<file path="config.mk">
export PLATFORM = sky130hd
export DESIGN_NAME = score_decimator
export DESIGN_NICKNAME = d
export VERILOG_FILES = /design/src/hw/pose_pkg.sv /design/src/hw/score_decimator.sv
export SDC_FILE = /design/constraint.sdc
export NUM_CORES = 1
export LEC_CHECK = 0
export ABC_CLOCK_PERIOD_IN_PS = 1790
export BUFFER_PORTS_ARGS = -buffer_cell sky130_fd_sc_hd__buf_2
export CORE_MARGIN = 3
export CORE_UTILIZATION = 47
export DETAILED_ROUTE_END_ITERATION = 16
export PLACE_DENSITY = 0.76
export SLEW_MARGIN = 25
export SYNTH_ARGS = -nofsm -noshare
export SYNTH_HDL_FRONTEND = slang
export SYNTH_SLANG_ARGS = --single-unit
</file>
<file path="constraint.sdc">
create_clock -name clk_pixel -period 1.79 [get_ports clk_pixel]
set_input_delay 0.2685 -clock clk_pixel [delete_from_list [all_inputs] [get_ports clk_pixel]]
set_output_delay 0.2685 -clock clk_pixel [all_outputs]
set_load 0.01 [all_outputs]
</file>
<file path="src/hw/pose_pkg.sv">
`default_nettype none

package pose_pkg;

  // coordinate widths, sized for the 320x180 binned frame
  localparam int coord_w_x = 9;  // 0..319
  localparam int coord_w_y = 8;  // 0..179

  // match count width
  localparam int score_w = 16;

  // one beat of the binned skeleton stream
  // no ready, the back end never stalls
  typedef struct packed {
    logic                 valid;
    logic [coord_w_x-1:0] hcount;
    logic [coord_w_y-1:0] vcount;
    logic                 pixel;  // skeleton bit
  } pix_beat_t;

  // centre of mass of one frame, in binned coordinates
  typedef struct packed {
    logic [coord_w_x-1:0] x;
    logic [coord_w_y-1:0] y;
  } com_t;

endpackage

`default_nettype wire

</file>
<file path="src/hw/score_decimator.sv">
`default_nettype none

module score_decimator #(
  parameter int DISPLAY_DIV = 10,
  parameter int SCORE_W     = pose_pkg::score_w
) (
  input  wire                clk_pixel,
  input  wire                sys_rst_pixel,
  input  wire                frame_done_i,
  input  wire  [SCORE_W-1:0] frame_score_i,
  output logic [SCORE_W-1:0] score_o,
  output logic               score_valid_o
);

  localparam int CNT_W = (DISPLAY_DIV > 1) ? $clog2(DISPLAY_DIV) : 1;

  logic [CNT_W-1:0]   div_q;  // frame ends seen, mod DISPLAY_DIV
  logic [SCORE_W-1:0] score_q;
  logic               valid_q;

  always_ff @(posedge clk_pixel) begin
    if (sys_rst_pixel) begin
      div_q   <= '0;
      score_q <= '0;
      valid_q <= 1'b0;
    end else begin
      valid_q <= 1'b0;  // single cycle pulse
      if (frame_done_i) begin
        if (div_q == '0) begin
          score_q <= frame_score_i;  // held until the next shown frame
          valid_q <= 1'b1;
        end
        div_q <= (div_q == CNT_W'(DISPLAY_DIV - 1)) ? '0 : div_q + 1'b1;
      end
    end
  end

  assign score_o       = score_q;
  assign score_valid_o = valid_q;

endmodule

`default_nettype wire

</file>
# Word level (Yosys, flattened, before mapping)
# Index checks and enable logic that the tools add are counted.
# op_classes
n_addsub	1
eq_ne	1
muxes	2
bitwise_logic	1
n_reduce_logical	3
# op_table
operator	count
$add A4 B1 Y4 const B	1
$eq A4 B4 Y1 const B	1
$logic_not A4 Y1	1
$mux W4	1
$reduce_and A2 Y1	1
$reduce_or A2 Y1	1
$mux W1	1
$not A1 Y1	1
# totals
register_bits	21
input_bits	19
out_inout_bits	17
wordCells	11

# Logic depth before layout (Yosys ltp)
# logic_depth
word_depth	2
ltp_mapped	4
mapped_depth_nobuf	3

# Worst setup path after synthesis
# Ideal clock, no wire load.
# synth_timing
kind	reg-to-reg
startpoint	register div_q[3]
endpoint	register score_q[0] (netlist: score_o[0])
setup_ns	0.072
t_arrival_ns	1.277
required_time_ns	1.718
slack_ns	0.442
stages_incl_launch_ff	4
n_path_buf	1
period_less_slack_ns	1.348
path_cell_list	dfxtp_1 -> nor4_4 -> buf_6 -> mux2i_1
# synth_via
elab_chain_cells	2
# synth_rtl
item	line	text
from (decl)	score_decimator.sv:17	logic [CNT_W-1:0] div_q;
from (signal assigned)	score_decimator.sv:33	div_q <= (div_q == CNT_W'(DISPLAY_DIV - 1)) ? '0 : div_q + 1'b1;
$logic_not A4 Y1	score_decimator.sv:29	if (div_q == '0) begin
$reduce_and A2 Y1 (no line)	-	
to (signal assigned)	score_decimator.sv:30	score_q <= frame_score_i;
to (decl)	score_decimator.sv:18	logic [SCORE_W-1:0] score_q;
# No other way between the ends.
# A chain may end at the register's enable or synchronous reset.

# Final worst setup path
# layout_timing
startpoint	register div_q[3]
endpoint	register score_q[15] (netlist: score_o[15])
# Same word-level chain as after synthesis.

==> impl_results.md <==
- Status: finished clean
- F_max: 822.3 MHz
- Synth area leaders: dfxtp_1, nand2b_1, mux2i_1
- Filler Cell Count: 168
- Synth unique cells: 18
- Die span in x: 50.63 um
- Vias in the first global route: 707
- Crit-path max FO: 10
- Most frequent cells after synthesis: nand2b_1, dfxtp_1, mux2i_1, clkbuf_1, a21oi_1
- Flops & latches, synth: 21
- Initial antenna violation count: 0
- Most common flop cell mapped by yosys: dfxtp_1
- CP required: 2020 ps
- CP endpoint: score_o[15]$_SDFFE_PP0P_
- Post-Route WL: 1661 um
- Post-synthesis net count: 110
- DIE HEIGHT: 50.63 um
- Power share of the combinational group: 17.7%
- Layout net count: 147
- Cell Pwr Density: 777.4 nW/um^2
- Worst Tran Pin Value: 450.6 ps
- CTS root buffer: clkbuf_4
- Placer Congestion: 0.6831
- Sequential power share: 57.3%
- R2R Path Start: div_q[3]$_SDFFE_PP0P_
- EDFF count, synth: 0
- Post-CTS sizing: 0
- Post-synthesis area per instance: 10.28 sq um
- DPL Wire Length: 1206 um
- Final Max Tran Viols: 0
- Area added between synthesis and finish: 23.66%
- CP Class: reg -> reg
- Vias per cell: 4.664
- Clk_lat worst skew: 300 ps
- Synthesized cell area: 935.9 sq um
- Post-CTS Hold Buffers: 0
- Bufs on Longest Clock Path: 2
- YS warnings: 0
- Register area: 420.4 sq um
- Hold_sp: frame_score_i[8]
- Leakage: 0.5260 nW
- Yosys top cell area share: 44.92%
- GRT Overall Usage: 15.23%
- Largest net degree at the start of global routing: 39
- Post-synthesis cell count: 91
- Setup Viol. Count Final: 0
- Hold_ws: 208.7 ps
- R2R setup slack: 570 ps
- Worst IR Drop VDD: 0.5185 mV
- Clock sink total: 21
- Final setup margin: 573.9 ps
- Fraction of layout cells with a size suffix above 1: 34.65%
- Tmin final: 1216 ps
- Startpoint Class: register
- FF-to-FF End: score_o[15]$_SDFFE_PP0P_
- Seq/Total Area, Yosys: 44.92%
- CP Capture Type: register
- H-tree levels: 1
- Final period utilization: 67.94%
- Asr flop ratio synth: 0%
- Post-DR wirelength/cell: 10.93 um
- Max Cap Viol: 0
- Reg clk slew, reported paths: 120 ps
- Place WS: 592.5 ps
- Worst Skew: 7.600 ps
- Starting Density: 51.94%
- # DRC: 0
- Clock power frac: 25.0%
- Die area: 2563 sq um
- Num CTS Buffers: 3
- Multi-input logic area: 485.5 sq um
- Vias: 709
- Arrival time at the worst endpoint: 1450 ps
- Cell with the most instances after synthesis: nand2b_1
- Min-Delay Path Class: in -> reg
- Reg2Reg Depth: 3
- Sw Ratio: 25.48%
- Setup bufs post-CTS: 0
- Max-slew headroom: 69.96%
- Ports: 36
- Setup crit start: div_q[3]$_SDFFE_PP0P_
- Row Count: 15
- Detail Route Antenna Nets: 0
- Final Power: 0.8997 mW
- Psw: 0.2292 mW
- Core area: 1802 sq um
- Setup tns final: 0 ps
- Drt first pass iters: 2
- Fin. Hold Viols: 0
- Yosys top cell by area: dfxtp_1
- RSZ-0062 raised after global routing: false
- I/O Buffers: 35
- Initial DRC count: 1
- Grt ovf: 0
- Internal cell power: 0.6705 mW
- Antenna cells: 0
- First-pass GRT wire length: 3022 um
- CTS tree: yes
-- sequential cells by signal, indices dropped and copies added, names as in the netlist --
register / count
score_o: 16
div_q: 4
score_valid_o: 1
-- per-stage QoR --
| step | instance area, sq um | std cells | utilization (%) |
|---|---|---|---|
| 3_3_place_gp | 1131 | 148 | 62.78 |
| 4_1_cts | 1157 | 152 | 64.24 |
| 2_1_floorplan | 935.9 | 91 | - |
| 3_5_place_dp | 1131 | 148 | 62.78 |
| 5_1_grt | 1157 | 152 | 64.24 |
| 6_report | 1157 | 152 | 64.24 |
-- area by class of cell --
cell class | instances | area share, %
Clock buffer | 4 | 2.270
Sequential cell | 21 | 36.32
Multi-Input combinational cell | 64 | 41.95
Inverter | 1 | 0.3243
Tap cell | 25 | 2.703
Timing Repair Buffer | 37 | 16.43
-- routing by layer --
| layer | routed length (um) | vias to the layer above | share of wire (%) | track usage (%) |
|---|---|---|---|---|
| li1 | - | 373 | - | - |
| met1 | 767 | 310 | 46 | 18.28 |
| met2 | 758 | 22 | 46 | 25.43 |
| met3 | 109 | 4 | 6.6 | 2.967 |
| met4 | 26 | 0 | 1.6 | 8.072 |
| met5 | 0 | - | 0 | 0 |
-- power groups by stage --
| stage | Sequential (mW) | Clock, mW | Combinational (mW) |
|---|---|---|---|
| after detailed placement | 0.527 | 0 | 0.161 |
| after global routing | 0.521 | 0.259 | 0.177 |
| after CTS | 0.516 | 0.239 | 0.162 |
| final | 0.516 | 0.225 | 0.159 |
| after floorplan | 0.540 | 0 | 0.0873 |
| after global placement | 0.525 | 0 | 0.158 |
-- critical path, stage by stage, from the launching register on --
cell and delay, ps:
dfxtp_1 370, nor4_4 300, buf_4 250, mux2i_1 220
-- logic make-up (layout without fill, tap and decap cells) --
family	Yosys count	after routing	synth area share [%]
buffers and inverters	6	42	3.208
muxes	17	17	18.32
and+or+nand+nor	41	41	29.01
DFF	21	21	44.92
AOI/OAI and AO/OA	5	5	3.609
xor gates and xnor gates	1	1	0.9360
-- layout by cell type (no fill, tap or decap) --
cell,synthesis,final
nand2_1,2,2
buf_4,0,2
nand2b_4,1,1
nand3_1,1,1
mux2_2,1,1
clkbuf_1,4,1
nor2_1,1,1
a211o_2,1,1
inv_1,1,1
dfxtp_1,21,21
buf_2,0,35
a21oi_1,3,3
clkbuf_4,0,3
nand2b_1,33,33
or2b_1,1,1
xnor2_1,1,1
nor4_4,1,1
mux2i_1,16,16
nor2b_1,1,1
o32ai_1,1,1
-- how the worst min path moves through the flow --
stage,slack [ps],endpoint,depth (start not counted)
3_3_place_gp,460,score_o[14]$_SDFFE_PP0P_,2
6_report,210,score_o[8]$_SDFFE_PP0P_,3
5_1_grt,200,score_o[12]$_SDFFE_PP0P_,3
4_1_cts,200,score_o[8]$_SDFFE_PP0P_,3
2_1_floorplan,420,score_o[0]$_SDFFE_PP0P_,2
3_5_place_dp,460,score_o[4]$_SDFFE_PP0P_,2
(Power assumes the default switching activity.)
