### config.mk
export PLATFORM = sky130hd
export DESIGN_NAME = match_accumulator
export DESIGN_NICKNAME = d
export VERILOG_FILES = /design/src/hw/pose_pkg.sv /design/src/hw/match_accumulator.sv
export SDC_FILE = /design/constraint.sdc
export NUM_CORES = 1
export LEC_CHECK = 0
export ABC_CLOCK_PERIOD_IN_PS = 2900
export BUFFER_PORTS_ARGS = -buffer_cell sky130_fd_sc_hd__buf_2
export CAP_MARGIN = 20
export CELL_PAD_IN_SITES_DETAIL_PLACEMENT = 1
export CELL_PAD_IN_SITES_GLOBAL_PLACEMENT = 1
export CORE_UTILIZATION = 25
export CTS_BUF_LIST = sky130_fd_sc_hd__clkbuf_16
export CTS_CLUSTER_SIZE = 16
export DETAILED_ROUTE_END_ITERATION = 16
export PLACE_DENSITY = 0.55
export SETUP_SLACK_MARGIN = 0.05
export SYNTH_ARGS = -nofsm -noshare
export SYNTH_HDL_FRONTEND = slang
export SYNTH_SLANG_ARGS = --single-unit
### constraint.sdc
create_clock -name clk_pixel -period 2.9 [get_ports clk_pixel]
set_clock_uncertainty 0.1 [all_clocks]
set_input_delay 0 -clock clk_pixel [delete_from_list [all_inputs] [get_ports clk_pixel]]
set_output_delay 0 -clock clk_pixel [all_outputs]
set_load 0.005 [all_outputs]
### src/hw/pose_pkg.sv
`default_nettype none

package pose_pkg;

  // coordinate widths, sized for the 320x180 binned frame
  localparam int coord_w_x = 9;  // 0..319
  localparam int coord_w_y = 8;  // 0..179

  // match count width
  localparam int score_w = 16;

  // one beat of the binned skeleton stream
  // no ready, the back end never stalls
  typedef struct packed {
    logic                 valid;
    logic [coord_w_x-1:0] hcount;
    logic [coord_w_y-1:0] vcount;
    logic                 pixel;  // skeleton bit
  } pix_beat_t;

  // centre of mass of one frame, in binned coordinates
  typedef struct packed {
    logic [coord_w_x-1:0] x;
    logic [coord_w_y-1:0] y;
  } com_t;

endpackage

`default_nettype wire

### src/hw/match_accumulator.sv
`default_nettype none

module match_accumulator #(
  parameter int FRAME_W = 320,
  parameter int FRAME_H = 180,
  parameter int SCORE_W = pose_pkg::score_w
) (
  input  wire                 clk_pixel,
  input  wire                 sys_rst_pixel,
  input  pose_pkg::pix_beat_t beat_i,      // aligned beat
  input  wire                 storing_i,   // level with the raw beat, one stage ahead of beat_i
  input  wire                 ref_valid_i,
  input  wire                 ref_bit_i,   // one stage behind beat_i
  output logic [SCORE_W-1:0]  frame_score_o,
  output logic                frame_done_o
);

  localparam int NPIX  = FRAME_W * FRAME_H;
  localparam int POS_W = $clog2(NPIX);

  logic               vld_q;      // aligned beat delayed onto ref_bit_i
  logic               pix_q;
  logic [1:0]         store_q;    // storing needs two stages to reach the same beat
  logic [POS_W-1:0]   pos_q;      // beat index in the frame
  logic [SCORE_W-1:0] count_q;
  logic [SCORE_W-1:0] sum;
  logic               hit;
  logic               last;

  always_ff @(posedge clk_pixel) begin
    if (sys_rst_pixel) begin
      vld_q   <= 1'b0;
      store_q <= '0;
    end else begin
      vld_q   <= beat_i.valid;
      store_q <= {store_q[0], storing_i};
    end
  end

  always_ff @(posedge clk_pixel) pix_q <= beat_i.pixel;

  // clamped coords can't flag the corner, so frame position comes from the beat count
  assign last = vld_q && pos_q == POS_W'(NPIX - 1);
  assign hit  = vld_q && pix_q && !store_q[1] && ref_valid_i && ref_bit_i;
  assign sum  = (&count_q) ? count_q : count_q + SCORE_W'(hit);  // saturate at all ones

  always_ff @(posedge clk_pixel) begin
    if (sys_rst_pixel) begin
      pos_q   <= '0;
      count_q <= '0;
    end else if (vld_q) begin
      pos_q   <= last ? '0 : pos_q + 1'b1;
      count_q <= last ? '0 : sum;  // fresh count for the next frame
    end
  end

  assign frame_score_o = sum;   // includes the last beat's hit
  assign frame_done_o  = last;

  // frames are far longer than one beat
  a_done_single: assert property (
    @(posedge clk_pixel) disable iff (sys_rst_pixel)
    frame_done_o |=> !frame_done_o
  );

endmodule

`default_nettype wire

; After elaboration in Yosys (flattened, before gate mapping)
; Cells that the tools add are included.
; Widths: inputs -> output; s select.
[classes]
n_addsub = 2
n_eq_ne = 1
n_mux = 3
n_reduce_logical = 7
[ops]
columns = cell, count
row1 = $mux 16, 3
row2 = $add 16x1->16, 1
row3 = $add 16x1->16 const B, 1
row4 = $eq 16x16->1 const B, 1
row5 = $reduce_and 16->1, 1
row6 = $logic_and 1x1->1, 5
row7 = $logic_not 1->1, 1
[word_totals]
ff_bits = 36
input_bits = 24
out_inout_bits = 17
word_cells = 18

; Depth between registers and ports, before layout
[depth]
depth_word = 7
depth_mapped = 9
mapped_depth_nobuf = 9

; Worst setup path before layout
; No wires, ideal clock.
[synth_timing]
path_kind = reg-to-reg
startpoint = register vld_q
endpoint = register count_q[14]
setup_time_ps = 117
t_arrival_ps = 2191
required_ps = 2683
slack_ps = 492
stages_incl_launch_ff = 10
n_path_buf = 1
period_less_slack_ps = 2408
cell_sequence = dfxtp_1 -> clkbuf_1 -> nor4bb_1 -> ha_1 -> ha_1 -> nand3_1 -> nor3_1 -> nand4_1 -> xnor2_1 -> a22o_1
[synth_via]
elab_chain_cells = 7
word_cells_on_any_way = 8
classes_between = add/sub (1) / mux (2) / reduce/logical (5)
[synth_rtl]
columns = element, line
row1 = from (decl), match_accumulator.sv:21  ; logic vld_q;
row2 = from (signal assigned), match_accumulator.sv:35  ; vld_q <= beat_i.valid;
row3 = $logic_and 1x1->1 (4 in a row), match_accumulator.sv:44  ; assign hit = vld_q && pix_q && !store_q[1] && ref_valid_i && ref_bit_i;
row4 = $add 16x1->16, match_accumulator.sv:45  ; assign sum = (&count_q) ? count_q : count_q + SCORE_W'(hit);
row5 = $mux 16, match_accumulator.sv:45
row6 = net frame_score_o[14], match_accumulator.sv:14  ; output logic [SCORE_W-1:0] frame_score_o,
row7 = $mux 16, match_accumulator.sv:53  ; count_q <= last ? '0 : sum;
row8 = to (signal assigned), match_accumulator.sv:53
row9 = to (decl), match_accumulator.sv:25  ; logic [SCORE_W-1:0] count_q;
; The timed path passes the listed nets, and every way through them passes these cells.
; A chain may end at the register's enable or synchronous reset.

; Worst setup path after layout
[layout_timing]
startpoint = register vld_q
endpoint = output frame_score_o[14]
[layout_via]
elab_chain_cells = 6
[layout_rtl]
columns = element, line
row1 = $logic_and 1x1->1 (4 in a row), match_accumulator.sv:44
row2 = $add 16x1->16, match_accumulator.sv:45
row3 = $mux 16, match_accumulator.sv:45
row4 = to (decl), match_accumulator.sv:14
; No other way between the ends.

==> metrics.csv <==
metric,value,unit
status,completed,
num_vias,1688,
cts.clk_slew.worst_paths,60,ps
die_area,0.00797,mm^2
syn_area,0.00190,mm^2
post-cts-setup-buffers,0,
yosysTopAreaCellShare,0.379,
drv_slew,0,
yosys_warnings,0,
clock_sinks,36,
cap_violations,0,
nets,285,
syn_to_final_growth,21.8,%
post-place-cells,344,
path_class,register to output pin,
cts_tree,built,
first_pass_iters,3,
hold_buffers,6,
period_needed,2500,ps
cts_buffer_depth,2,
end_kind,output pin,
synth_edf_count,0,
synth_ff_type,dfxtp_1,
ioPinCount,41,
period_share,0.860,
tightestPinTransition,484,ps
die_x,89.3,um
fin_cells,358,
synth-simple-area-share,0.335,
grt_first_pass_wirelength,7960,um
syn_area_per_cell,8.24,um^2
syn_inst,231,
async_reset_ff_frac,0,
max_freq,0.401,GHz
yosys_register_bits,36,
slew-limit-headroom,0.674,
io_buffers,23,
synth_xor_area_frac,0.124,
hold_violations,0,
dp_hpwl,3350,um
num_antenna_cells,0,
syn-num-nets,258,
post-route-util,0.318,
track_usage,0.131,
hold_class,input port to register,
setup_tns,0,ps
post_drt_wl_per_cell,13.4,um
first_global_vias,1715,
worst_setup_path_start_kind,register,
grt_max_degree,18,
yosysMostFrequentCell,dfxtp_1,
drtAntennaViolNets,0,
synth_compound_area_frac,0.0855,
drcViolationCount,0,
drive_gt1_frac,0.154,
cts_buffers,5,
cp_max_fo,5,
power_density,505,mW/mm^2
required,2800,ps
setup_viol,0,
finalWeightedCongestion,0.678,
yosys-top-cells-count,"dfxtp_1 (36), nor2_1 (27), xnor2_1 (20)",
core_area,0.00729,mm^2
gr-total-overflow,0,
die_y,89.3,um
htreeDepth,2,
netlist_top_cells_area,"dfxtp_1 (38%), xnor2_1 (9.2%), nor2_1 (5.3%), nand4_1 (4.9%), nand3_1 (4.5%)",
clk_latency,280,ps
cts_resized,0,
crit_arrival,2400,ps
vias_per_cell,4.72,
muxShareOfSynthArea,0.00526,
ir_drop,236,uV
ys_types,40,
drt_iter0_drc,29,
wirelength,4810,um
ys_seq_area_frac,0.379,
synth-adder-area-share,0.0197,
fillers,909,
total_power,1.17,mW
num_rows,31,
cts_root_buf,clkbuf_16,
start_util,0.261,
antenna_found_initial,0,
rsz0062_at_grt,no,
yosys.area.top_type,dfxtp_1,
total_leakage_power,0.854,nW
synth_top_family_by_area,simple AND/OR/NAND/NOR gates,
path summary, 6_finish.rpt:
kind | start | endpoint | slack (ps) | cells past startpoint
worst max register to register | vld_q | count_q[10] | 490 | 8
worst max-delay path | vld_q | frame_score_o[14] | 400 | 8
worst min-delay path | beat_i[0] | pix_q | 270 | 2
worst min register to register | store_q[0] | store_q[1] | 360 | 1
layout make-up:
cell class,instances,area (um^2),area share
flip-flops and latches,36,721,0.311
inverters,7,31.3,0.0135
clock inverters,3,42.5,0.0184
well taps,99,124,0.0535
clock buffers,5,125,0.0540
multi-input cells,177,1080,0.468
repair buffers,31,190,0.0821
power breakdown:
group | internal [mW] | total, mW | leakage (nW) | switching [mW]
Clock | 0.404 | 0.621 | 0.0798 | 0.217
Combinational | 0.0206 | 0.0482 | 0.483 | 0.0277
Sequential | 0.499 | 0.502 | 0.291 | 0.00288
Total | 0.923 | 1.17 | 0.854 | 0.248
cell families after synthesis:
| family | Yosys count |
|---|---|
| and+or+nand+nor | 118 |
| DFF | 36 |
| AOI/OAI and AO/OA | 28 |
| xor gates and xnor gates | 27 |
| buffers and inverters | 18 |
| adders and majority gates | 3 |
| muxes | 1 |
cells in the final DEF (no fill, tap or decap), types with 2 or more instances in the layout:
cell type / n
a21oi_1: 13
a31oi_1: 5
and3_1: 7
and4_1: 3
buf_2: 23
buf_4: 2
clkbuf_16: 5
dfxtp_1: 36
dlygate4sd3_1: 6
ha_1: 3
inv_1: 6
nand2_1: 17
nand2b_1: 6
nand3_1: 17
nand4_1: 15
nor2_1: 27
nor2_4: 2
nor2b_1: 4
nor3_1: 4
o21ai_0: 5
or3_1: 7
or4_1: 2
xnor2_1: 20
xor2_1: 7
worst max-delay path, stage by stage (launching register included):
cell	delay [ps]
dfxtp_1	330
nor4bb_1	300
ha_1	240
ha_1	200
nand3_1	200
nor3_1	320
nand4_1	160
xnor2_1	210
buf_2	150
registers in the layout, summed over array words and instances, names as in the netlist:
name / count
count_q: 16
pos_q: 16
store_q: 2
pix_q: 1
vld_q: 1
per-layer routing:
metal | up-vias | GRT usage | share of wire
met2 | 15 | 0.241 | 0.50
li1 | 864 | - | -
met3 | 4 | 0.0249 | 0.022
met1 | 805 | 0.153 | 0.47
met5 | - | 0 | 0
met4 | 0 | 0.0390 | 0.0096
through the flow:
step / hold slack, ps / setup WS [ps] / cell area (um^2)
detailed placement: 5.46 / 469 / 2090
floorplan: -72.3 / 492 / 1900
global placement: 2.93 / 478 / 2090
CTS: 256 / 367 / 2320
global route: 296 / 115 / 2320
finish: 266 / 405 / 2320
Power figures use the tool's default switching activity.
