File: src/hw/pose_pkg.sv
`default_nettype none

package pose_pkg;

  // coordinate widths, sized for the 320x180 binned frame
  localparam int coord_w_x = 9;  // 0..319
  localparam int coord_w_y = 8;  // 0..179

  // match count width
  localparam int score_w = 16;

  // one beat of the binned skeleton stream
  // no ready, the back end never stalls
  typedef struct packed {
    logic                 valid;
    logic [coord_w_x-1:0] hcount;
    logic [coord_w_y-1:0] vcount;
    logic                 pixel;  // skeleton bit
  } pix_beat_t;

  // centre of mass of one frame, in binned coordinates
  typedef struct packed {
    logic [coord_w_x-1:0] x;
    logic [coord_w_y-1:0] y;
  } com_t;

endpackage

`default_nettype wire

File: src/hw/com_align.sv
`default_nettype none

module com_align #(
  parameter int FRAME_W = 320,
  parameter int FRAME_H = 180
) (
  input  wire                 clk_pixel,
  input  wire                 sys_rst_pixel,
  input  pose_pkg::pix_beat_t beat_i,
  input  pose_pkg::com_t      com_i,
  input  wire                 com_valid_i,
  input  wire                 store_start_i,
  output pose_pkg::pix_beat_t aligned_o
);

  pose_pkg::com_t      cur_com_q;  // com of the frame now streaming
  pose_pkg::com_t      ref_com_q;  // com of the stored reference
  pose_pkg::pix_beat_t aligned_d;
  pose_pkg::pix_beat_t aligned_q;

  // pos + cur - ref, pinned to 0..lim-1
  function automatic int shift_clamp(int pos, int cur, int ref_c, int lim);
    int d;
    d = pos + cur - ref_c;
    if (d < 0) return 0;
    if (d > lim - 1) return lim - 1;
    return d;
  endfunction

  always_ff @(posedge clk_pixel) begin
    if (sys_rst_pixel) begin
      cur_com_q <= '0;
      ref_com_q <= '0;
    end else begin
      if (com_valid_i) cur_com_q <= com_i;  // arrives ahead of the frame's first beat
      if (store_start_i) ref_com_q <= cur_com_q;  // snapshot for the frame being stored
    end
  end

  always_comb begin
    aligned_d        = beat_i;  // valid and pixel pass straight through
    aligned_d.hcount = pose_pkg::coord_w_x'(shift_clamp(int'(beat_i.hcount),
                         int'(cur_com_q.x), int'(ref_com_q.x), FRAME_W));
    aligned_d.vcount = pose_pkg::coord_w_y'(shift_clamp(int'(beat_i.vcount),
                         int'(cur_com_q.y), int'(ref_com_q.y), FRAME_H));
  end

  always_ff @(posedge clk_pixel) begin
    if (sys_rst_pixel) aligned_q <= '0;
    else aligned_q <= aligned_d;  // one register stage
  end

  assign aligned_o = aligned_q;

  // whatever the com difference, the read address stays inside the frame
  a_in_frame: assert property (
    @(posedge clk_pixel) disable iff (sys_rst_pixel)
    beat_i.valid |=> (aligned_o.hcount < FRAME_W && aligned_o.vcount < FRAME_H)
  );

endmodule

`default_nettype wire

File: config.mk
export PLATFORM = sky130hd
export DESIGN_NAME = com_align
export DESIGN_NICKNAME = d
export VERILOG_FILES = /design/src/hw/pose_pkg.sv /design/src/hw/com_align.sv
export SDC_FILE = /design/constraint.sdc
export NUM_CORES = 1
export LEC_CHECK = 0
export BUFFER_PORTS_ARGS = -buffer_cell sky130_fd_sc_hd__buf_4
export CORE_ASPECT_RATIO = 0.9
export CORE_MARGIN = 4
export CORE_UTILIZATION = 45
export DETAILED_ROUTE_END_ITERATION = 6
export PLACE_DENSITY = 0.73
export REMOVE_ABC_BUFFERS = 1
export SETUP_SLACK_MARGIN = 0.05
export SLEW_MARGIN = 5
export SYNTH_ARGS = -nofsm -noshare
export SYNTH_HDL_FRONTEND = slang
export SYNTH_SLANG_ARGS = --single-unit
File: constraint.sdc
create_clock -name clk_pixel -period 3.9 [get_ports clk_pixel]
set_input_delay 0.195 -clock clk_pixel [delete_from_list [all_inputs] [get_ports clk_pixel]]
set_output_delay 0.195 -clock clk_pixel [all_outputs]
set_load 0.05 [all_outputs]
Word level (Yosys, flattened, before mapping):

Cells that the tools add are included.

* output and inout bits: 19
* bits in registers: 53
* word-level logic and storage cells: 28
* input port bits: 40

* order comparisons: 4
* $add $sub $neg: 4
* mux-type cells: 10
* reductions and logical operators: 2

Operators with widths (count)
* two-way mux 9 bit: 2
* two-way mux 8 bit: 2
* > comparator 11 x 10 -> 1 bit (second input constant): 1
* < comparator 11 x 1 -> 1 bit (second input constant): 1
* subtractor 10 x 9 -> 11 bit: 1
* adder 9 x 9 -> 10 bit: 1
* > comparator 10 x 9 -> 1 bit (second input constant): 1
* < comparator 10 x 1 -> 1 bit (second input constant): 1
* subtractor 9 x 8 -> 10 bit: 1
* adder 8 x 8 -> 9 bit: 1
* two-way mux 1 bit: 6
* OR reduction 2 bit: 2

Depth between registers and ports, before layout:

* word-level depth: 6
* depth in mapped cells: 12
* mapped depth without buffers: 12

Least setup slack after synthesis:

OpenSTA, ideal clock, no wires.

* kind: register -> register
* from: register cur_com_q[1] in the netlist's numbering
* to: register aligned_q, in the netlist aligned_o[1]
* library setup time: 120 ps
* arrival time: 2520 ps
* path buffers: 0
* path slack: 1261 ps
* stages on the path, launching flop included: 11
* required time: 3780 ps
* cells stage by stage: dfxtp_1 > inv_1 > fa_1 > inv_1 > fa_1 > a21o_1 > a2bb2oi_1 > nor2b_1 > xnor2_1 > o21a_2 > o31a_1

* cells in the longest elaborated chain, start to end: 6
* elaborated cells on any way between the ends: 10
* those cells by class: add/sub (2); order compare (2); mux (5); reduce/logical (1)

RTL lines
* start, declared: line com_align.sv:16 `pose_pkg::com_t cur_com_q;`
* start signal, assigned: line com_align.sv:35 `if (com_valid_i) cur_com_q <= com_i;`
* adder 8 x 8 -> 9 bit *: line com_align.sv:24 `d = pos + cur - ref_c;`
* subtractor 9 x 8 -> 10 bit *: line com_align.sv:24
* > comparator 10 x 9 -> 1 bit: line com_align.sv:26 `if (d > lim - 1) return lim - 1;`
* two-way mux 1 bit (2 in a row): line com_align.sv:26
* two-way mux 8 bit: line com_align.sv:27 `return d;`
* end signal, assigned: line com_align.sv:50 `else aligned_q <= aligned_d;`
* end, declared: line com_align.sv:19 `pose_pkg::pix_beat_t aligned_q;`

Mark *: on every way between the ends. The rest lies on a longest branch, timed or not. The select of a mux whose other input is x is not followed.
A chain may end at the register's enable or synchronous reset.

Worst setup path in the final report:

* from: register cur_com_q[8] in the netlist's numbering
* to: register aligned_q, in the netlist aligned_o[16]

* cells in the longest elaborated chain, start to end: 6
* elaborated cells on any way between the ends: 9
* those cells by class: add/sub (2); order compare (2); mux (4); reduce/logical (1)

RTL lines (line)
* adder 9 x 9 -> 10 bit *: com_align.sv:24
* subtractor 10 x 9 -> 11 bit *: com_align.sv:24
* > comparator 11 x 10 -> 1 bit: com_align.sv:26
* two-way mux 1 bit (2 in a row): com_align.sv:26
* two-way mux 9 bit: com_align.sv:27

Marked as above.

==> results.toml <==
[sta]
post-route-min-period_ns = 2.90
layout_worst_path_cycle_share_pct = 74.4
timing.clock.skew_ns = 0.00527
tns_ns = 0
finalMaxSlewViolations = 0
finalWorstSetupSlack_ns = 0.998
worst_hold_margin_ns = 0.102
setup_viol = 0
slew_hr_pct = 71.1
finalHoldViolations = 0
worst_slew_pin_slew_ns = 0.432
unrepaired_setup_endpoints_after_global_routing = "no"
maxClockFrequency_mhz = 345

[die]
io-pin-count = 59
die_h_microns = 88.0
floorplan.rows = 28
dieArea_sq_um = 8520
placeableCoreArea_sq_um = 6730
start_util_pct = 47.5
die_w_microns = 96.8

[synth]
synth_xor_area_share_pct = 2.74
largest_family_of_logic_cells_by_synthesized_area = "adder cells"
synth_simple_gate_area_share_pct = 11.4
muxShareOfSynthArea_pct = 10.6
synth_edf_count = 0
ys.warnings.count = 0
syn_area_sq_um = 3200
syn-mean-instance-area_sq_um = 9.21
yosys.area.top_type = "sky130_fd_sc_hd__dfxtp_1"
netlist_top_cells_area = "sky130_fd_sc_hd__dfxtp_1, sky130_fd_sc_hd__fa_1, sky130_fd_sc_hd__mux2i_1"
post-synth-top-area-fraction_pct = 33.2
netlist_instances = 347
synth-adder-area-share_pct = 18.1
synth-async-reset-ratio_pct = 0
yosys_reg_bits = 53
postSynth.topFlopCell = "sky130_fd_sc_hd__dfxtp_1"
seq_area_frac_synth_pct = 33.2
synth.lib_cells_used.distinct = 53
synth_compound_area_share_pct = 14.3

[route]
drt_iter0_drc = 75
drt_drc_violations_left = 0
drt_first_pass_iters = 5
postRouteWirelength_mm = 6.32
final_antenna_net_count = 0
avgViaCountPerCell = 5.00
detailroute.via_count = 2466
routed_wire_length_per_instance_microns = 12.8

[worst_hold_path]
launch_point_of_the_worst_hold_path = "beat_i[0]"
min_path_type = "in -> reg"

[cts]
clock_sink_count = 53
clock_tree.htree_level_count = 2
post-cts-setup-buffer-count = 0
cts_resized = 0
tritoncts = "done"
cts.hold.buffers_added = 0
tritoncts.num_buffers = 5
clock_tree.root_cell = "sky130_fd_sc_hd__clkbuf_8"
worst_setup_hold_path_clk_slew_ns = 0.10
worstSkewPairLatency_ns = 0.30
cts_buffer_depth = 2

[place]
post-place-ws_ns = 1.04
dp_hpwl_mm = 4.98
io_buffers = 58
gp_routability_congestion = 0.850

[global_routing]
gr-usage-all-layers_pct = 15.5
grt_first_pass_wirelength_mm = 11.1
initial_antenna_violation_count = 0
overflow = 0
grt_pass1_vias = 2428
grt_start_max_net_pins = 40

[layout]
register_area_sq_um = 1060
finalNetCount = 478
num-fill-cells = 610
areaGrowthSynthToFinish_pct = 18.3
antenna_cells_inserted = 0
final_layout_size_suffix_gt1_share_pct = 20.1
multi_input_comb_area_sq_um = 1830

[setup_path]
rr_startpoint = "cur_com_q[8]"
worstPathMaxFanout = 8
worst_ep_required_time_ns = 4.13
setup.worst_path.end_class = "register"
timing.setup.critical_path_class = "reg -> reg"
worst_setup_path_start_kind = "register"
worst_setup_path_startpoint = "cur_com_q[8]"
cp_data_arrival_time_ns = 3.13

[flow_run]
max-cap-violations = 0

[outcome]
status = "finished clean"

[power_and_ir_drop]
powerDensity_nw_per_um2 = 448
irDropWorstVdd_mv = 0.193
power.static_leakage_uw = 0.00184
-- metrics by stage --
stage	instances	total power, uW	utilization, %	cell area [sq um]
floorplan	337	1190	-	3150
global placement	485	1380	54.9	3700
detailed placement	485	1390	54.9	3700
CTS	493	1710	56.2	3780
global route	493	1810	56.2	3780
finish	493	1690	56.2	3780
-- worst max-delay path: stages (launching register included) --
cell and delay, ns:
sky130_fd_sc_hd__dfxtp_1 0.36, sky130_fd_sc_hd__inv_1 0.06, sky130_fd_sc_hd__ha_1 0.29, sky130_fd_sc_hd__inv_1 0.06
sky130_fd_sc_hd__ha_1 0.21, sky130_fd_sc_hd__inv_1 0.08, sky130_fd_sc_hd__fa_1 0.39, sky130_fd_sc_hd__and2b_1 0.25
sky130_fd_sc_hd__o2111ai_1 0.19, sky130_fd_sc_hd__a21boi_2 0.23, sky130_fd_sc_hd__o31ai_4 0.11, sky130_fd_sc_hd__or3_1 0.42
sky130_fd_sc_hd__nor3_2 0.18
-- cells by family after synthesis --
family,after synthesis
simple gates,72
fa+ha+maj,36
xor+xnor,10
mux,34
compound gates,63
buf+inv,79
flops,53
-- where the power goes --
part,total [uW],internal (uW),switching (uW),leakage (uW)
Clock,312,129,183,0.0000456
Sequential,622,600,22.3,0.000436
Combinational,760,291,469,0.00136
Total,1690,1020,675,0.00184
-- cells in the final DEF (no fill, tap or decap), types with 2 or more instances in the layout --
cell type | netlist | final
sky130_fd_sc_hd__nor3_1 | 6 | 6
sky130_fd_sc_hd__o31a_1 | 4 | 4
sky130_fd_sc_hd__nor2_1 | 43 | 43
sky130_fd_sc_hd__o211ai_1 | 3 | 3
sky130_fd_sc_hd__o21ai_1 | 2 | 2
sky130_fd_sc_hd__nor4_2 | 2 | 2
sky130_fd_sc_hd__a21oi_1 | 18 | 18
sky130_fd_sc_hd__fa_1 | 17 | 17
sky130_fd_sc_hd__inv_1 | 69 | 69
sky130_fd_sc_hd__nor3b_1 | 2 | 2
sky130_fd_sc_hd__a31oi_1 | 2 | 2
sky130_fd_sc_hd__nor2b_1 | 3 | 3
sky130_fd_sc_hd__buf_4 | 0 | 58
sky130_fd_sc_hd__dfxtp_1 | 53 | 53
sky130_fd_sc_hd__ha_1 | 19 | 19
sky130_fd_sc_hd__nand2b_1 | 2 | 2
sky130_fd_sc_hd__o2111ai_1 | 2 | 2
sky130_fd_sc_hd__o21a_1 | 2 | 2
sky130_fd_sc_hd__nor3_2 | 2 | 2
sky130_fd_sc_hd__or3_1 | 2 | 2
sky130_fd_sc_hd__a21o_1 | 4 | 4
sky130_fd_sc_hd__clkbuf_8 | 0 | 5
sky130_fd_sc_hd__xor2_1 | 6 | 6
sky130_fd_sc_hd__a211oi_1 | 3 | 3
sky130_fd_sc_hd__xnor2_1 | 4 | 4
sky130_fd_sc_hd__mux2i_1 | 34 | 34
sky130_fd_sc_hd__o21ai_0 | 7 | 7
sky130_fd_sc_hd__a211oi_2 | 2 | 2
-- registers in the layout, indices dropped and copies added, names as in the netlist --
name       cells
cur_com_q     17
ref_com_q     17
aligned_o     19
-- cell usage after synthesis (all sizes together), types with 2 or more instances --
| cell type | n |
|---|---|
| o211ai | 3 |
| and3 | 2 |
| a311oi | 2 |
| a31oi | 2 |
| ha | 19 |
| or3 | 2 |
| nor3 | 8 |
| o2111ai | 2 |
| o21ai | 9 |
| nand2b | 2 |
| o31a | 4 |
| dfxtp | 53 |
| inv | 69 |
| buf | 4 |
| nor2 | 44 |
| a211oi | 5 |
| nor3b | 2 |
| o21a | 3 |
| a21o | 4 |
| nor2b | 4 |
| mux2i | 34 |
| a21boi | 2 |
| nor4 | 3 |
| a21oi | 19 |
| xor2 | 6 |
| xnor2 | 4 |
| clkbuf | 6 |
| fa | 17 |
-- final cells by class --
type	count	share of cell area [%]
Clock buffer	6	1.92
Clock inverter	2	0.364
Inverter	69	6.85
Multi-Input combinational cell	215	48.3
Sequential cell	53	28.1
Tap cell	90	2.98
Timing Repair Buffer	58	11.5
-- metal layers --
| layer | vias to the layer above | GRT usage (%) | wire length [microns] |
|---|---|---|---|
| met5 | - | 0 | 0 |
| met4 | 0 | 4.08 | 58 |
| met3 | 6 | 3.98 | 430 |
| met2 | 71 | 25.7 | 2870 |
| met1 | 1135 | 20.5 | 2950 |
| li1 | 1254 | - | - |
-- worst paths after layout --
| check | to | slack [ns] | cells after the start |
|---|---|---|---|
| max | aligned_o[16] | 1.0 | 12 |
| min | aligned_o[0] | 0.10 | 2 |
| max reg2reg | aligned_o[16] | 1.0 | 12 |
| min reg2reg | ref_com_q[8] | 0.52 | 2 |
No activity file was read; power rests on OpenSTA's default activity.
