[src/hw/pose_pkg.sv]
`default_nettype none

package pose_pkg;

  // coordinate widths, sized for the 320x180 binned frame
  localparam int coord_w_x = 9;  // 0..319
  localparam int coord_w_y = 8;  // 0..179

  // match count width
  localparam int score_w = 16;

  // one beat of the binned skeleton stream
  // no ready, the back end never stalls
  typedef struct packed {
    logic                 valid;
    logic [coord_w_x-1:0] hcount;
    logic [coord_w_y-1:0] vcount;
    logic                 pixel;  // skeleton bit
  } pix_beat_t;

  // centre of mass of one frame, in binned coordinates
  typedef struct packed {
    logic [coord_w_x-1:0] x;
    logic [coord_w_y-1:0] y;
  } com_t;

endpackage

`default_nettype wire

[src/hw/reference_ctrl.sv]
`default_nettype none

module reference_ctrl #(
  parameter int FRAME_W = 320,
  parameter int FRAME_H = 180
) (
  input  wire                 clk_pixel,
  input  wire                 sys_rst_pixel,
  input  pose_pkg::pix_beat_t beat_i,
  input  wire                 capture_req_i,
  output logic                capture_ack_o,
  output logic                storing_o,
  output logic                store_start_o,
  output logic                ref_valid_o
);

  typedef enum logic [1:0] {
    ST_IDLE,   // waiting for a request
    ST_ARMED,  // request seen, waiting for the next frame start
    ST_STORE,  // writing the reference frame
    ST_ACK     // ack high until req drops
  } state_t;

  state_t state_q, state_d;
  logic   first_pix;  // valid beat at (0,0)
  logic   last_pix;   // valid beat at the bottom right corner
  logic   ref_valid_q;

  assign first_pix = beat_i.valid && beat_i.hcount == '0 && beat_i.vcount == '0;
  assign last_pix  = beat_i.valid &&
                     beat_i.hcount == pose_pkg::coord_w_x'(FRAME_W - 1) &&
                     beat_i.vcount == pose_pkg::coord_w_y'(FRAME_H - 1);

  always_comb begin
    state_d = state_q;
    case (state_q)
      ST_IDLE:  if (capture_req_i) state_d = ST_ARMED;
      ST_ARMED: if (first_pix) state_d = ST_STORE;  // store starts on this very beat
      ST_STORE: if (last_pix) state_d = ST_ACK;
      ST_ACK:   if (!capture_req_i) state_d = ST_IDLE;  // ack drops next cycle
      default:  state_d = ST_IDLE;
    endcase
  end

  always_ff @(posedge clk_pixel) begin
    if (sys_rst_pixel) begin
      state_q     <= ST_IDLE;
      ref_valid_q <= 1'b0;
    end else begin
      state_q <= state_d;
      if (state_q == ST_STORE && last_pix) ref_valid_q <= 1'b1;  // sticky once stored
    end
  end

  assign store_start_o = (state_q == ST_ARMED) && first_pix;
  assign storing_o     = store_start_o || (state_q == ST_STORE);  // covers first..last beat
  assign capture_ack_o = (state_q == ST_ACK);  // rises the cycle after the last stored beat
  assign ref_valid_o   = ref_valid_q;

  // host must hold req through the store, so ack only ever comes up under req
  a_ack_needs_req: assert property (
    @(posedge clk_pixel) disable iff (sys_rst_pixel)
    $rose(capture_ack_o) |-> capture_req_i
  );

endmodule

`default_nettype wire

[config.mk]
export PLATFORM = sky130hd
export DESIGN_NAME = reference_ctrl
export DESIGN_NICKNAME = d
export VERILOG_FILES = /design/src/hw/pose_pkg.sv /design/src/hw/reference_ctrl.sv
export SDC_FILE = /design/constraint.sdc
export NUM_CORES = 1
export LEC_CHECK = 0
export ABC_AREA = 1
export BUFFER_PORTS_ARGS = -buffer_cell sky130_fd_sc_hd__buf_4
export CAP_MARGIN = 20
export CORE_AREA = 2 2 39 41
export DETAILED_ROUTE_END_ITERATION = 7
export DIE_AREA = 0 0 41 43
export PLACE_DENSITY_LB_ADDON = 0.2
export SYNTH_ARGS = -nofsm -noshare
export SYNTH_HDL_FRONTEND = slang
export SYNTH_SLANG_ARGS = --single-unit
[constraint.sdc]
create_clock -name clk_pixel -period 2.9 [get_ports clk_pixel]
set_clock_uncertainty 0.15 [all_clocks]
set_input_delay 0.58 -clock clk_pixel [delete_from_list [all_inputs] [get_ports clk_pixel]]
set_output_delay 0.58 -clock clk_pixel [all_outputs]
set_load 0.005 [all_outputs]
**Word-level counts from Yosys, hierarchy flattened**

Cells that the tools add are included.

- Output and inout port bits: 4
- Bits of input ports: 22
- Register bits after elaboration: 3

- Eq/ne operators: 9
- Mux-type cells: 5
- Reductions and logical operators: 11

Operators with widths:

| kind | number |
|---|---|
| $eq 9x9->1 const B | 1 |
| $logic_not 9->1 | 1 |
| $eq 8x8->1 const B | 1 |
| $logic_not 8->1 | 1 |
| $mux 2 | 4 |
| $ne 2x2->1 const B | 4 |
| $pmux 2 s4 | 1 |
| $logic_and 1x1->1 | 6 |
| $eq 2x2->1 const B | 2 |
| $reduce_and 4->1 | 1 |
| $eq 2x1->1 const B | 1 |
| $logic_not 2->1 | 1 |
| $logic_or 1x1->1 | 1 |

**Depth between registers and ports, before layout**

Gate-level depths: netlist (run 1).

- Word-level depth: 5
- Depth in mapped cells: 10
- Mapped depth without buffers: 10

**Worst setup path before layout (run 1)**

No wires, ideal clock.

- Path type: input -> output
- Start: in beat_i[4] (netlist bit)
- End: out storing_o
- Data required time: 2.170 ns
- Arrival: 1.109 ns
- Slack: 1.061 ns
- Stages on the path: 5
- Buffers on the path: 0
- Path through: nor2_2 -> inv_1 -> nor2_2 -> nand3_2 -> o21ai_0

- Word-level cells in the longest chain between the ends: 4

Ends and longest elaborated chain:

| what | RTL line | source |
|---|---|---|
| start, declared | reference_ctrl.sv:9 | `input pose_pkg::pix_beat_t beat_i,` |
| $logic_not 8->1 | reference_ctrl.sv:29 | `assign first_pix = beat_i.valid && beat_i.hcount == '0 && beat_i.vcount == '0;` |
| $logic_and 1x1->1 | reference_ctrl.sv:29 |  |
| $logic_and 1x1->1 | reference_ctrl.sv:55 | `assign store_start_o = (state_q == ST_ARMED) && first_pix;` |
| $logic_or 1x1->1 | reference_ctrl.sv:56 | `assign storing_o = store_start_o \|\| (state_q == ST_STORE);` |
| end, declared | reference_ctrl.sv:12 | `output logic storing_o,` |

Every way passes these cells.

**Worst setup path in the final report (run 1)**

Ends and elaborated chain as after synthesis.

==> results by stage, run 1 <==
Status:
- The flow ran to the end, and the final reports show no timing, DRC or antenna violations.

Floorplanning:
- The total area inside the core boundary comes to 1384 um2.
- The starting density of the core is 0.2541.
- The die outline area is 1763 um2.
- The die outline height is 43 um.
- In this run the count of I/O pins placed on the die edge is 26.
- From left edge to right edge, the die measures 41 um.
- The initialized floorplan defines 14 standard-cell rows.

Worst hold path:
- The worst hold path belongs to the class flip-flop to flip-flop.
- Counting instances, the worst hold path has a depth of 1.

Flow run:
- The number of max-capacitance violations reported is 0.

CTS:
- In this run the number of H-tree levels came out at 1.
- The post-cts repair resize count is 0.
- After clock tree synthesis, the clock-pin slew on the worst setup and hold paths is 0.03 ns.
- The insertion delay of the later-clocked pin in the worst-skew pair is 0.23 ns.
- The TritonCTS clock tree is done.
- The cell chosen for the clock root is sky130_fd_sc_hd__clkbuf_4.
- The setup fix buffers added after clock tree synthesis is 0.
- The worst-case clock buffer depth is 2.
- The number of clock sinks seen by CTS is 3.
- The number of buffers added by the clock tree synthesis step is 3.
- Hold repair after CTS inserted 0 buffers.

Layout:
- The number of antenna diodes in the final layout is 0.
- After filler insertion, the fill cell instance count of the layout stands at 152.
- The post-route non-filler standard cell count is 101.
- The count of nets after finishing is 112.
- In the layout the commonest cells are sky130_fd_sc_hd__buf_4, sky130_fd_sc_hd__nor2_1, sky130_fd_sc_hd__inv_1.
- The area overhead of the layout relative to synthesis is 64.41%.
- In the final layout, the share of cells above drive strength 1 is 0.4000.
- The library cell used most frequently in the layout, excluding fill and tap cells, is sky130_fd_sc_hd__buf_4.

Worst setup path:
- The data required time at the worst endpoint is 2.17 ns.
- The length in cells of the worst reg-to-reg path is 7.
- On the worst path, the slowest cell contributes a delay of 0.15 ns.
- The critical path contains buffers and inverters numbering 3 combined.
- For the worst setup path, the data arrival time is 1.35 ns.
- The worst setup path is captured at an output port.
- The worst setup path is launched from an input pin.
- The standard cell with the maximum stage delay on the critical path is sky130_fd_sc_hd__o21ai_0.
- The instance count on the critical path is 7.
- Walking the worst path, the cells encountered are buf_4 -> nor2_2 -> inv_1 -> nor2_2 -> nand3_2 -> o21ai_0 -> buf_4.
- The critical path's top delay family is simple AND/OR/NAND/NOR gates.
- The type of the worst setup path is input pin to output port.
- In this run the worst path has a maximum fanout of 3.

Synthesis:
- The synthesized net count is 83.
- The cell accounting for the most synthesized area is sky130_fd_sc_hd__dfxtp_1.
- The portion of synthesized cell area occupied by the leading cell type is 0.1708.
- The combined area of all synthesized cells is 351.6 um2.
- In the post-synthesis netlist, the biggest area contributors are sky130_fd_sc_hd__dfxtp_1, sky130_fd_sc_hd__ha_1, sky130_fd_sc_hd__nor2_1.
- The synthesis warning total is 0.
- The synthesized design contains 3 register bits.
- The mean instance size in the synthesized netlist is 6.168 um2.
- After synthesis, the netlist uses 15 different library cells.
- The share of synthesized area occupied by flip-flops and latches is 0.1708.
- After technology mapping, the gate count stands at 57.

Pwr:
- Summed over all cells, the static leakage comes to 0.3021 nW.
- The fraction of power consumed by sequential logic is 0.217.
- Of the total power, the clock network draws 0.257.
- The switching power is 0.0001033 W.
- The fraction of power spent switching nets is 0.3718.
- The worst supply voltage drop on vdd is 0.0003446 V.
- The power density over cell area is 480.8 nW/um2.
- The part of the total power dissipated in combinational logic is 0.527.
- The internal portion of the total power is 0.0001746 W.

Detailed routing:
- In the routed design, unresolved DRC markers number 0.
- The number of DRC markers in iteration 0 is 7.
- The count of nets left with antenna violations once routing finished came out at 0.
- Dividing the detail-routed wire length by the instance count gives 8.010 um.
- The via density per instance is 4.099.
- The number of iterations in the first detailed-routing pass is 5.
- For this block, the routed nets add up to 809 um of wire.
- The vias after detailed routing is 414.

Global routing:
- The first global-routing pass estimated 1455 um of wire.
- The pin count of the biggest net entering global routing is 4.
- For this run, the total global-route usage over all layers was measured as 0.1184.
- The number of global-route vias before repair is 388.
- The total global routing overflow is 0.
- The number of antenna violations at the first check in global routing is 0.

Placed design:
- The instance count after placement with tap cells included is 97.
- Detailed placement finished with a half-perimeter wire length of 721.5 um.
- At the end of routability-driven placement, the weighted congestion stood at 0.6817.
- The count of buffers added on input and output ports is 24.

STA:
- In the finished design, the share of the clock period the worst path needs comes to 0.7183.
- The post-route minimum period is 2.083 ns.
- In the final timing run, aggregate negative setup slack is 0 ns.
- The final hold slack is 0.3196 ns.
- The final count of hold timing violations came to 0.
- The max-slew violation total from the final report is 0.
- Setup repair after global routing left no endpoint under its margin.
- For the pin with the worst max-slew slack, the measured transition is 0.2850 ns.
- Setup violations remaining at the end of the flow were counted as 0.
- Static timing analysis puts the maximum clock frequency at 0.4800 GHz.
- The worst pin sits at a relative slew slack of 0.8046.
cell type report:
cell class / instances / area, um2 / share of cell area
tap: 16 / 20.02 / 0.03463
timing repair buffer: 24 / 180.2 / 0.3117
inverter: 11 / 41.29 / 0.07143
clock buffer: 4 / 26.28 / 0.04545
sequential: 3 / 60.06 / 0.1039
multi-input combinational: 43 / 250.2 / 0.4329
Yosys cell counts, drive strengths merged:
cell type and number:
mux2i 1, nor2 16, nand2 9, inv 11, nand3 5, and2 1
o21a 1, ha 4, dfxtp 3, a21oi 1, o21ai 1, nand4 4
per-layer routing:
layer / GRT usage / part of all wire
met5: 0 / 0
met4: 0.04000 / 0
met3: 0.05236 / 0.056
met2: 0.1813 / 0.51
met1: 0.1410 / 0.44
metrics by stage:
step	cell area (um2)	worst slack [ns]	power (W)	utilization
after global placement	551.8	0.7951	0.0002073	0.3987
after global routing	578.1	0.6430	0.0003136	0.4177
after detailed placement	551.8	0.7922	0.0002093	0.3987
after CTS	578.1	0.7970	0.0002846	0.4177
after floorplan	351.6	1.061	0.0001581	-
final	578.1	0.8168	0.0002779	0.4177
power by group through the flow:
stage	registers [W]	logic, W	clock network [W]
after floorplan	0.0000593	0.0000988	0
after global placement	0.0000604	0.000147	0
after detailed placement	0.0000613	0.000148	0
after CTS	0.0000607	0.000149	0.0000754
after global routing	0.0000622	0.000171	0.0000803
final	0.0000603	0.000146	0.0000713
logic make-up after synthesis:
kind of cell | after synthesis | share of synthesized area
flops | 3 | 0.1708
simple gates | 35 | 0.4911
buf+inv | 11 | 0.1174
fa+ha+maj | 4 | 0.1424
compound gates | 3 | 0.04980
mux | 1 | 0.02847
sequential cells by signal, summed over array words and instances (netlist names):
name	count
ref_valid_o	1
state_q	2
final timing paths:
| kind | endpoint | startpoint | slack (ns) |
|---|---|---|---|
| worst max-delay path | storing_o | beat_i[4] | 0.82 |
| worst min-delay path | ref_valid_o | ref_valid_o | 0.32 |
| worst max register to register | state_q[1] | state_q[0] | 1.50 |
| worst min register to register | ref_valid_o | ref_valid_o | 0.32 |
No activity file was read; power rests on OpenSTA's default activity.
==> inputs of run 2 (changes only) <==
==> constraint.sdc (replaced) <==
create_clock -name clk_pixel -period 1.75 [get_ports clk_pixel]
set_clock_uncertainty 0.15 [all_clocks]
set_input_delay 0.35 -clock clk_pixel [delete_from_list [all_inputs] [get_ports clk_pixel]]
set_output_delay 0.35 -clock clk_pixel [all_outputs]
set_load 0.005 [all_outputs]
==> results by stage, run 2 (synthesis gave the netlist of run 1 again) <==
Status:
- The flow ran to the end, and the final reports show no timing, DRC or antenna violations.

STA:
- Setup repair after global routing left no endpoint under its margin.
- The fmax is 0.6166 GHz.
- The max-slew violation total from the final report is 0 (unchanged).
- In the finished design, the share of the clock period the worst path needs comes to 0.9267.
- The number of failing setup endpoints in the final timing report came to 0 (unchanged).
- The relative slew slack is 0.7950 (-0.009529).
- The final count of hold timing violations is 0 (unchanged).
- The post-route minimum period is 1.622 ns.
- The final hold slack is 0.2276 ns (-0.09200 ns).
- The actual slew at the worst max-slew pin is 0.2989 ns (+0.01390 ns).
- The final-layout setup total negative slack is 0 ns (unchanged).

Worst setup path:
- The standard cell with the maximum stage delay on the critical path is sky130_fd_sc_hd__dfxtp_2.
- The data required time at the worst endpoint came to 1.25 ns (-0.92 ns).
- The largest fanout on the critical path is 3 (unchanged).
- The element type at the critical path start is a flip-flop.
- The delay of the slowest critical-path stage is 0.33 ns (+0.18 ns).
- STA classifies the critical path endpoint as an output port.
- The kind of cell with the highest combined delay along the critical path is flip-flops.
- The startpoint identified for the worst register-to-register timing path is state_q[0].
- The type of the worst setup path is flip-flop to output port.
- Among the stages of the critical path, the cell type that occurs most often is sky130_fd_sc_hd__inv_1.
- The critical register-to-register path endpoint is state_q[0].
- The count of buffer and inverter cells on the critical path came to 3 (unchanged).
- The critical path goes through inv_1 -> ha_1 -> inv_1 -> o21ai_1 -> buf_4.
- The internal reg-to-reg setup slack is 0.36 ns (-1.14 ns).
- The length in cells of the worst reg-to-reg path was 6 (-1).
- The arrival time at the worst endpoint is 1.12 ns (-0.23 ns).

Floorplanning:
- The die extent in x is 41 um (unchanged).
- The die outline height is 43 um (unchanged).
- The die outline area came to 1763 um2 (unchanged).
- The total number of placement rows is 14 (unchanged).
- The number of top-level pins came to 26 (unchanged).
- The starting density of the core was 0.2541 (unchanged).
- The placeable core area is 1384 um2 (unchanged).

Global routing:
- The first-pass GRT wire length is 1386 um (-4.7%).
- The pin count of the biggest net entering global routing came to 4 (unchanged).
- The global-route usage over all layers came to 0.1143 (-0.004012).
- The number of antenna violations at the first check in global routing is 0 (unchanged).
- The number of global-route vias before repair is 359 (-7.5%).
- The total global routing overflow came to 0 (unchanged).

Layout:
- The final non-filler cell area is 581.8 um2 (+0.65%).
- The total inserted antenna cells is 0 (unchanged).
- The count of nets after finishing is 112 (unchanged).
- The flip-flop count of the largest register after layout is 2 (unchanged).
- The library cells used most frequently in the layout, excluding fill and tap cells, are sky130_fd_sc_hd__buf_4, sky130_fd_sc_hd__nor2_1, sky130_fd_sc_hd__inv_1.
- The final cell utilization of the core is 0.4204 (+0.002712).
- The most common cell after layout, fill and taps aside is sky130_fd_sc_hd__buf_4.
- state_q holds more flip-flops than any other register.
- The share of cells above drive strength 1 is 0.4353 (+0.03529).
- From synthesis to final layout, the design area changed by 65.48%.

CTS:
- TritonCTS built the clock tree.
- The number of buffers added by the clock tree synthesis step came to 3 (unchanged).
- The worst-case clock buffer depth is 2 (unchanged).
- The setup fix buffers added after clock tree synthesis is 0 (unchanged).
- The register clock-pin slew on the reported worst setup and hold paths is 0.04 ns (about the same).
- The number of buffers inserted by hold repair at cts was 0 (unchanged).
- The number of clock sinks seen by CTS is 3 (unchanged).
- The insertion delay of the later-clocked pin in the worst-skew pair was 0.23 ns (about the same).
- The post-cts repair resize count was 0 (unchanged).
- The cell chosen for the clock root is sky130_fd_sc_hd__clkbuf_4.
- The level count of the clock H-tree came to 1 (unchanged).

Worst hold path:
- In this run the most critical hold path is launched from sys_rst_pixel.
- The path category of the worst min-delay check is input pin to flip-flop.
- The number of cells traversed by the worst hold path is 4 (+3).
- The worst hold path terminates at state_q[0].

Detailed routing:
- The number of DRC markers in iteration 0 is 10 (+3).
- The detail-routed net length per standard cell is 7.990 um (-0.25%).
- The post-detailed-route count of antenna-violating nets was 0 (unchanged).
- The via density per instance is 4.020 (-1.9%).
- The vias after detailed routing was 406 (-1.9%).
- The post-detailed-routing wire length is 807 um (-0.25%).
- The residual DRC count was 0 (unchanged).
- The number of iterations in the first detailed-routing pass came to 4 (-1).

Placed design:
- The number of port buffers is 24 (unchanged).
- The half-perimeter wire length after placement is 726.9 um (+0.75%).
- The final weighted congestion in routability-driven placement was 0.6813 (about the same).
- The post-place instance area is 551.8 um2 (unchanged).

Flow run:
- The number of max-capacitance violations reported is 0 (unchanged).

Pwr:
- The reported leakage power is 0.3005 nW (-0.55%).
- The power density over cell area is 806.9 nW/um2 (+68%).
- The worst supply voltage drop on vdd is 0.0005694 V (+65%).
==> run 2: cell counts in the layout (fill, tap and decap cells not counted) <==
No cell type changed its count.
==> run 2: worst register-to-register path: cells and delay by family, from the launching register on <==
kind,cells,cell delay [ns]
AO/OA/AOI/OAI,1,0.04
adder cells (fa/ha/maj),1,0.21
buffers and inverters,1,0.07
flip-flops,1,0.33
multiplexers,1,0.26
AND/OR/NAND/NOR,2,0.22
==> run 2: final cells by class <==
type                       count  area (um2)
tap                           16       20.02
sequential                     3       61.31
inverter                      11       41.29
multi-input combinational     43       252.7
clock buffer                   4       26.28
timing repair buffer          24       180.2
fill                         151       802.0
==> run 2: through the flow <==
stage | setup slack [ns] | instances | power, W
2_1_floorplan | 0.3710 | 57 | 0.0002620
3_3_place_gp | 0.1058 | 97 | 0.0003435
3_5_place_dp | 0.08650 | 97 | 0.0003468
4_1_cts | 0.04458 | 101 | 0.0004718
5_1_grt | 0.03810 | 101 | 0.0005279
6_report | 0.1283 | 101 | 0.0004694
==> run 2: report_power, final <==
group | switching (W) | internal, W | total, W | leakage [nW]
Combinational | 0.000128 | 0.000119 | 0.000248 | 0.261
Sequential | 0.0000146 | 0.0000887 | 0.000103 | 0.0249
Clock | 0.0000330 | 0.0000853 | 0.000118 | 0.0150
==> run 2: routing by layer <==
layer | global-route usage | vias up | wire, um
li1 | - | 234 | -
met1 | 0.1410 | 160 | 348
met2 | 0.1719 | 12 | 394
met3 | 0.04712 | 0 | 64
met4 | 0.04000 | 0 | 0
met5 | 0 | - | 0
==> run 2: worst max-delay path by stage <==
stage / from / endpoint / cells past startpoint
2_1_floorplan: beat_i[4] / storing_o / 5
3_3_place_gp: beat_i[16] / storing_o / 7
3_5_place_dp: beat_i[11] / storing_o / 7
4_1_cts: state_q[1] / storing_o / 5
5_1_grt: beat_i[13] / storing_o / 7
6_report: state_q[0] / storing_o / 5
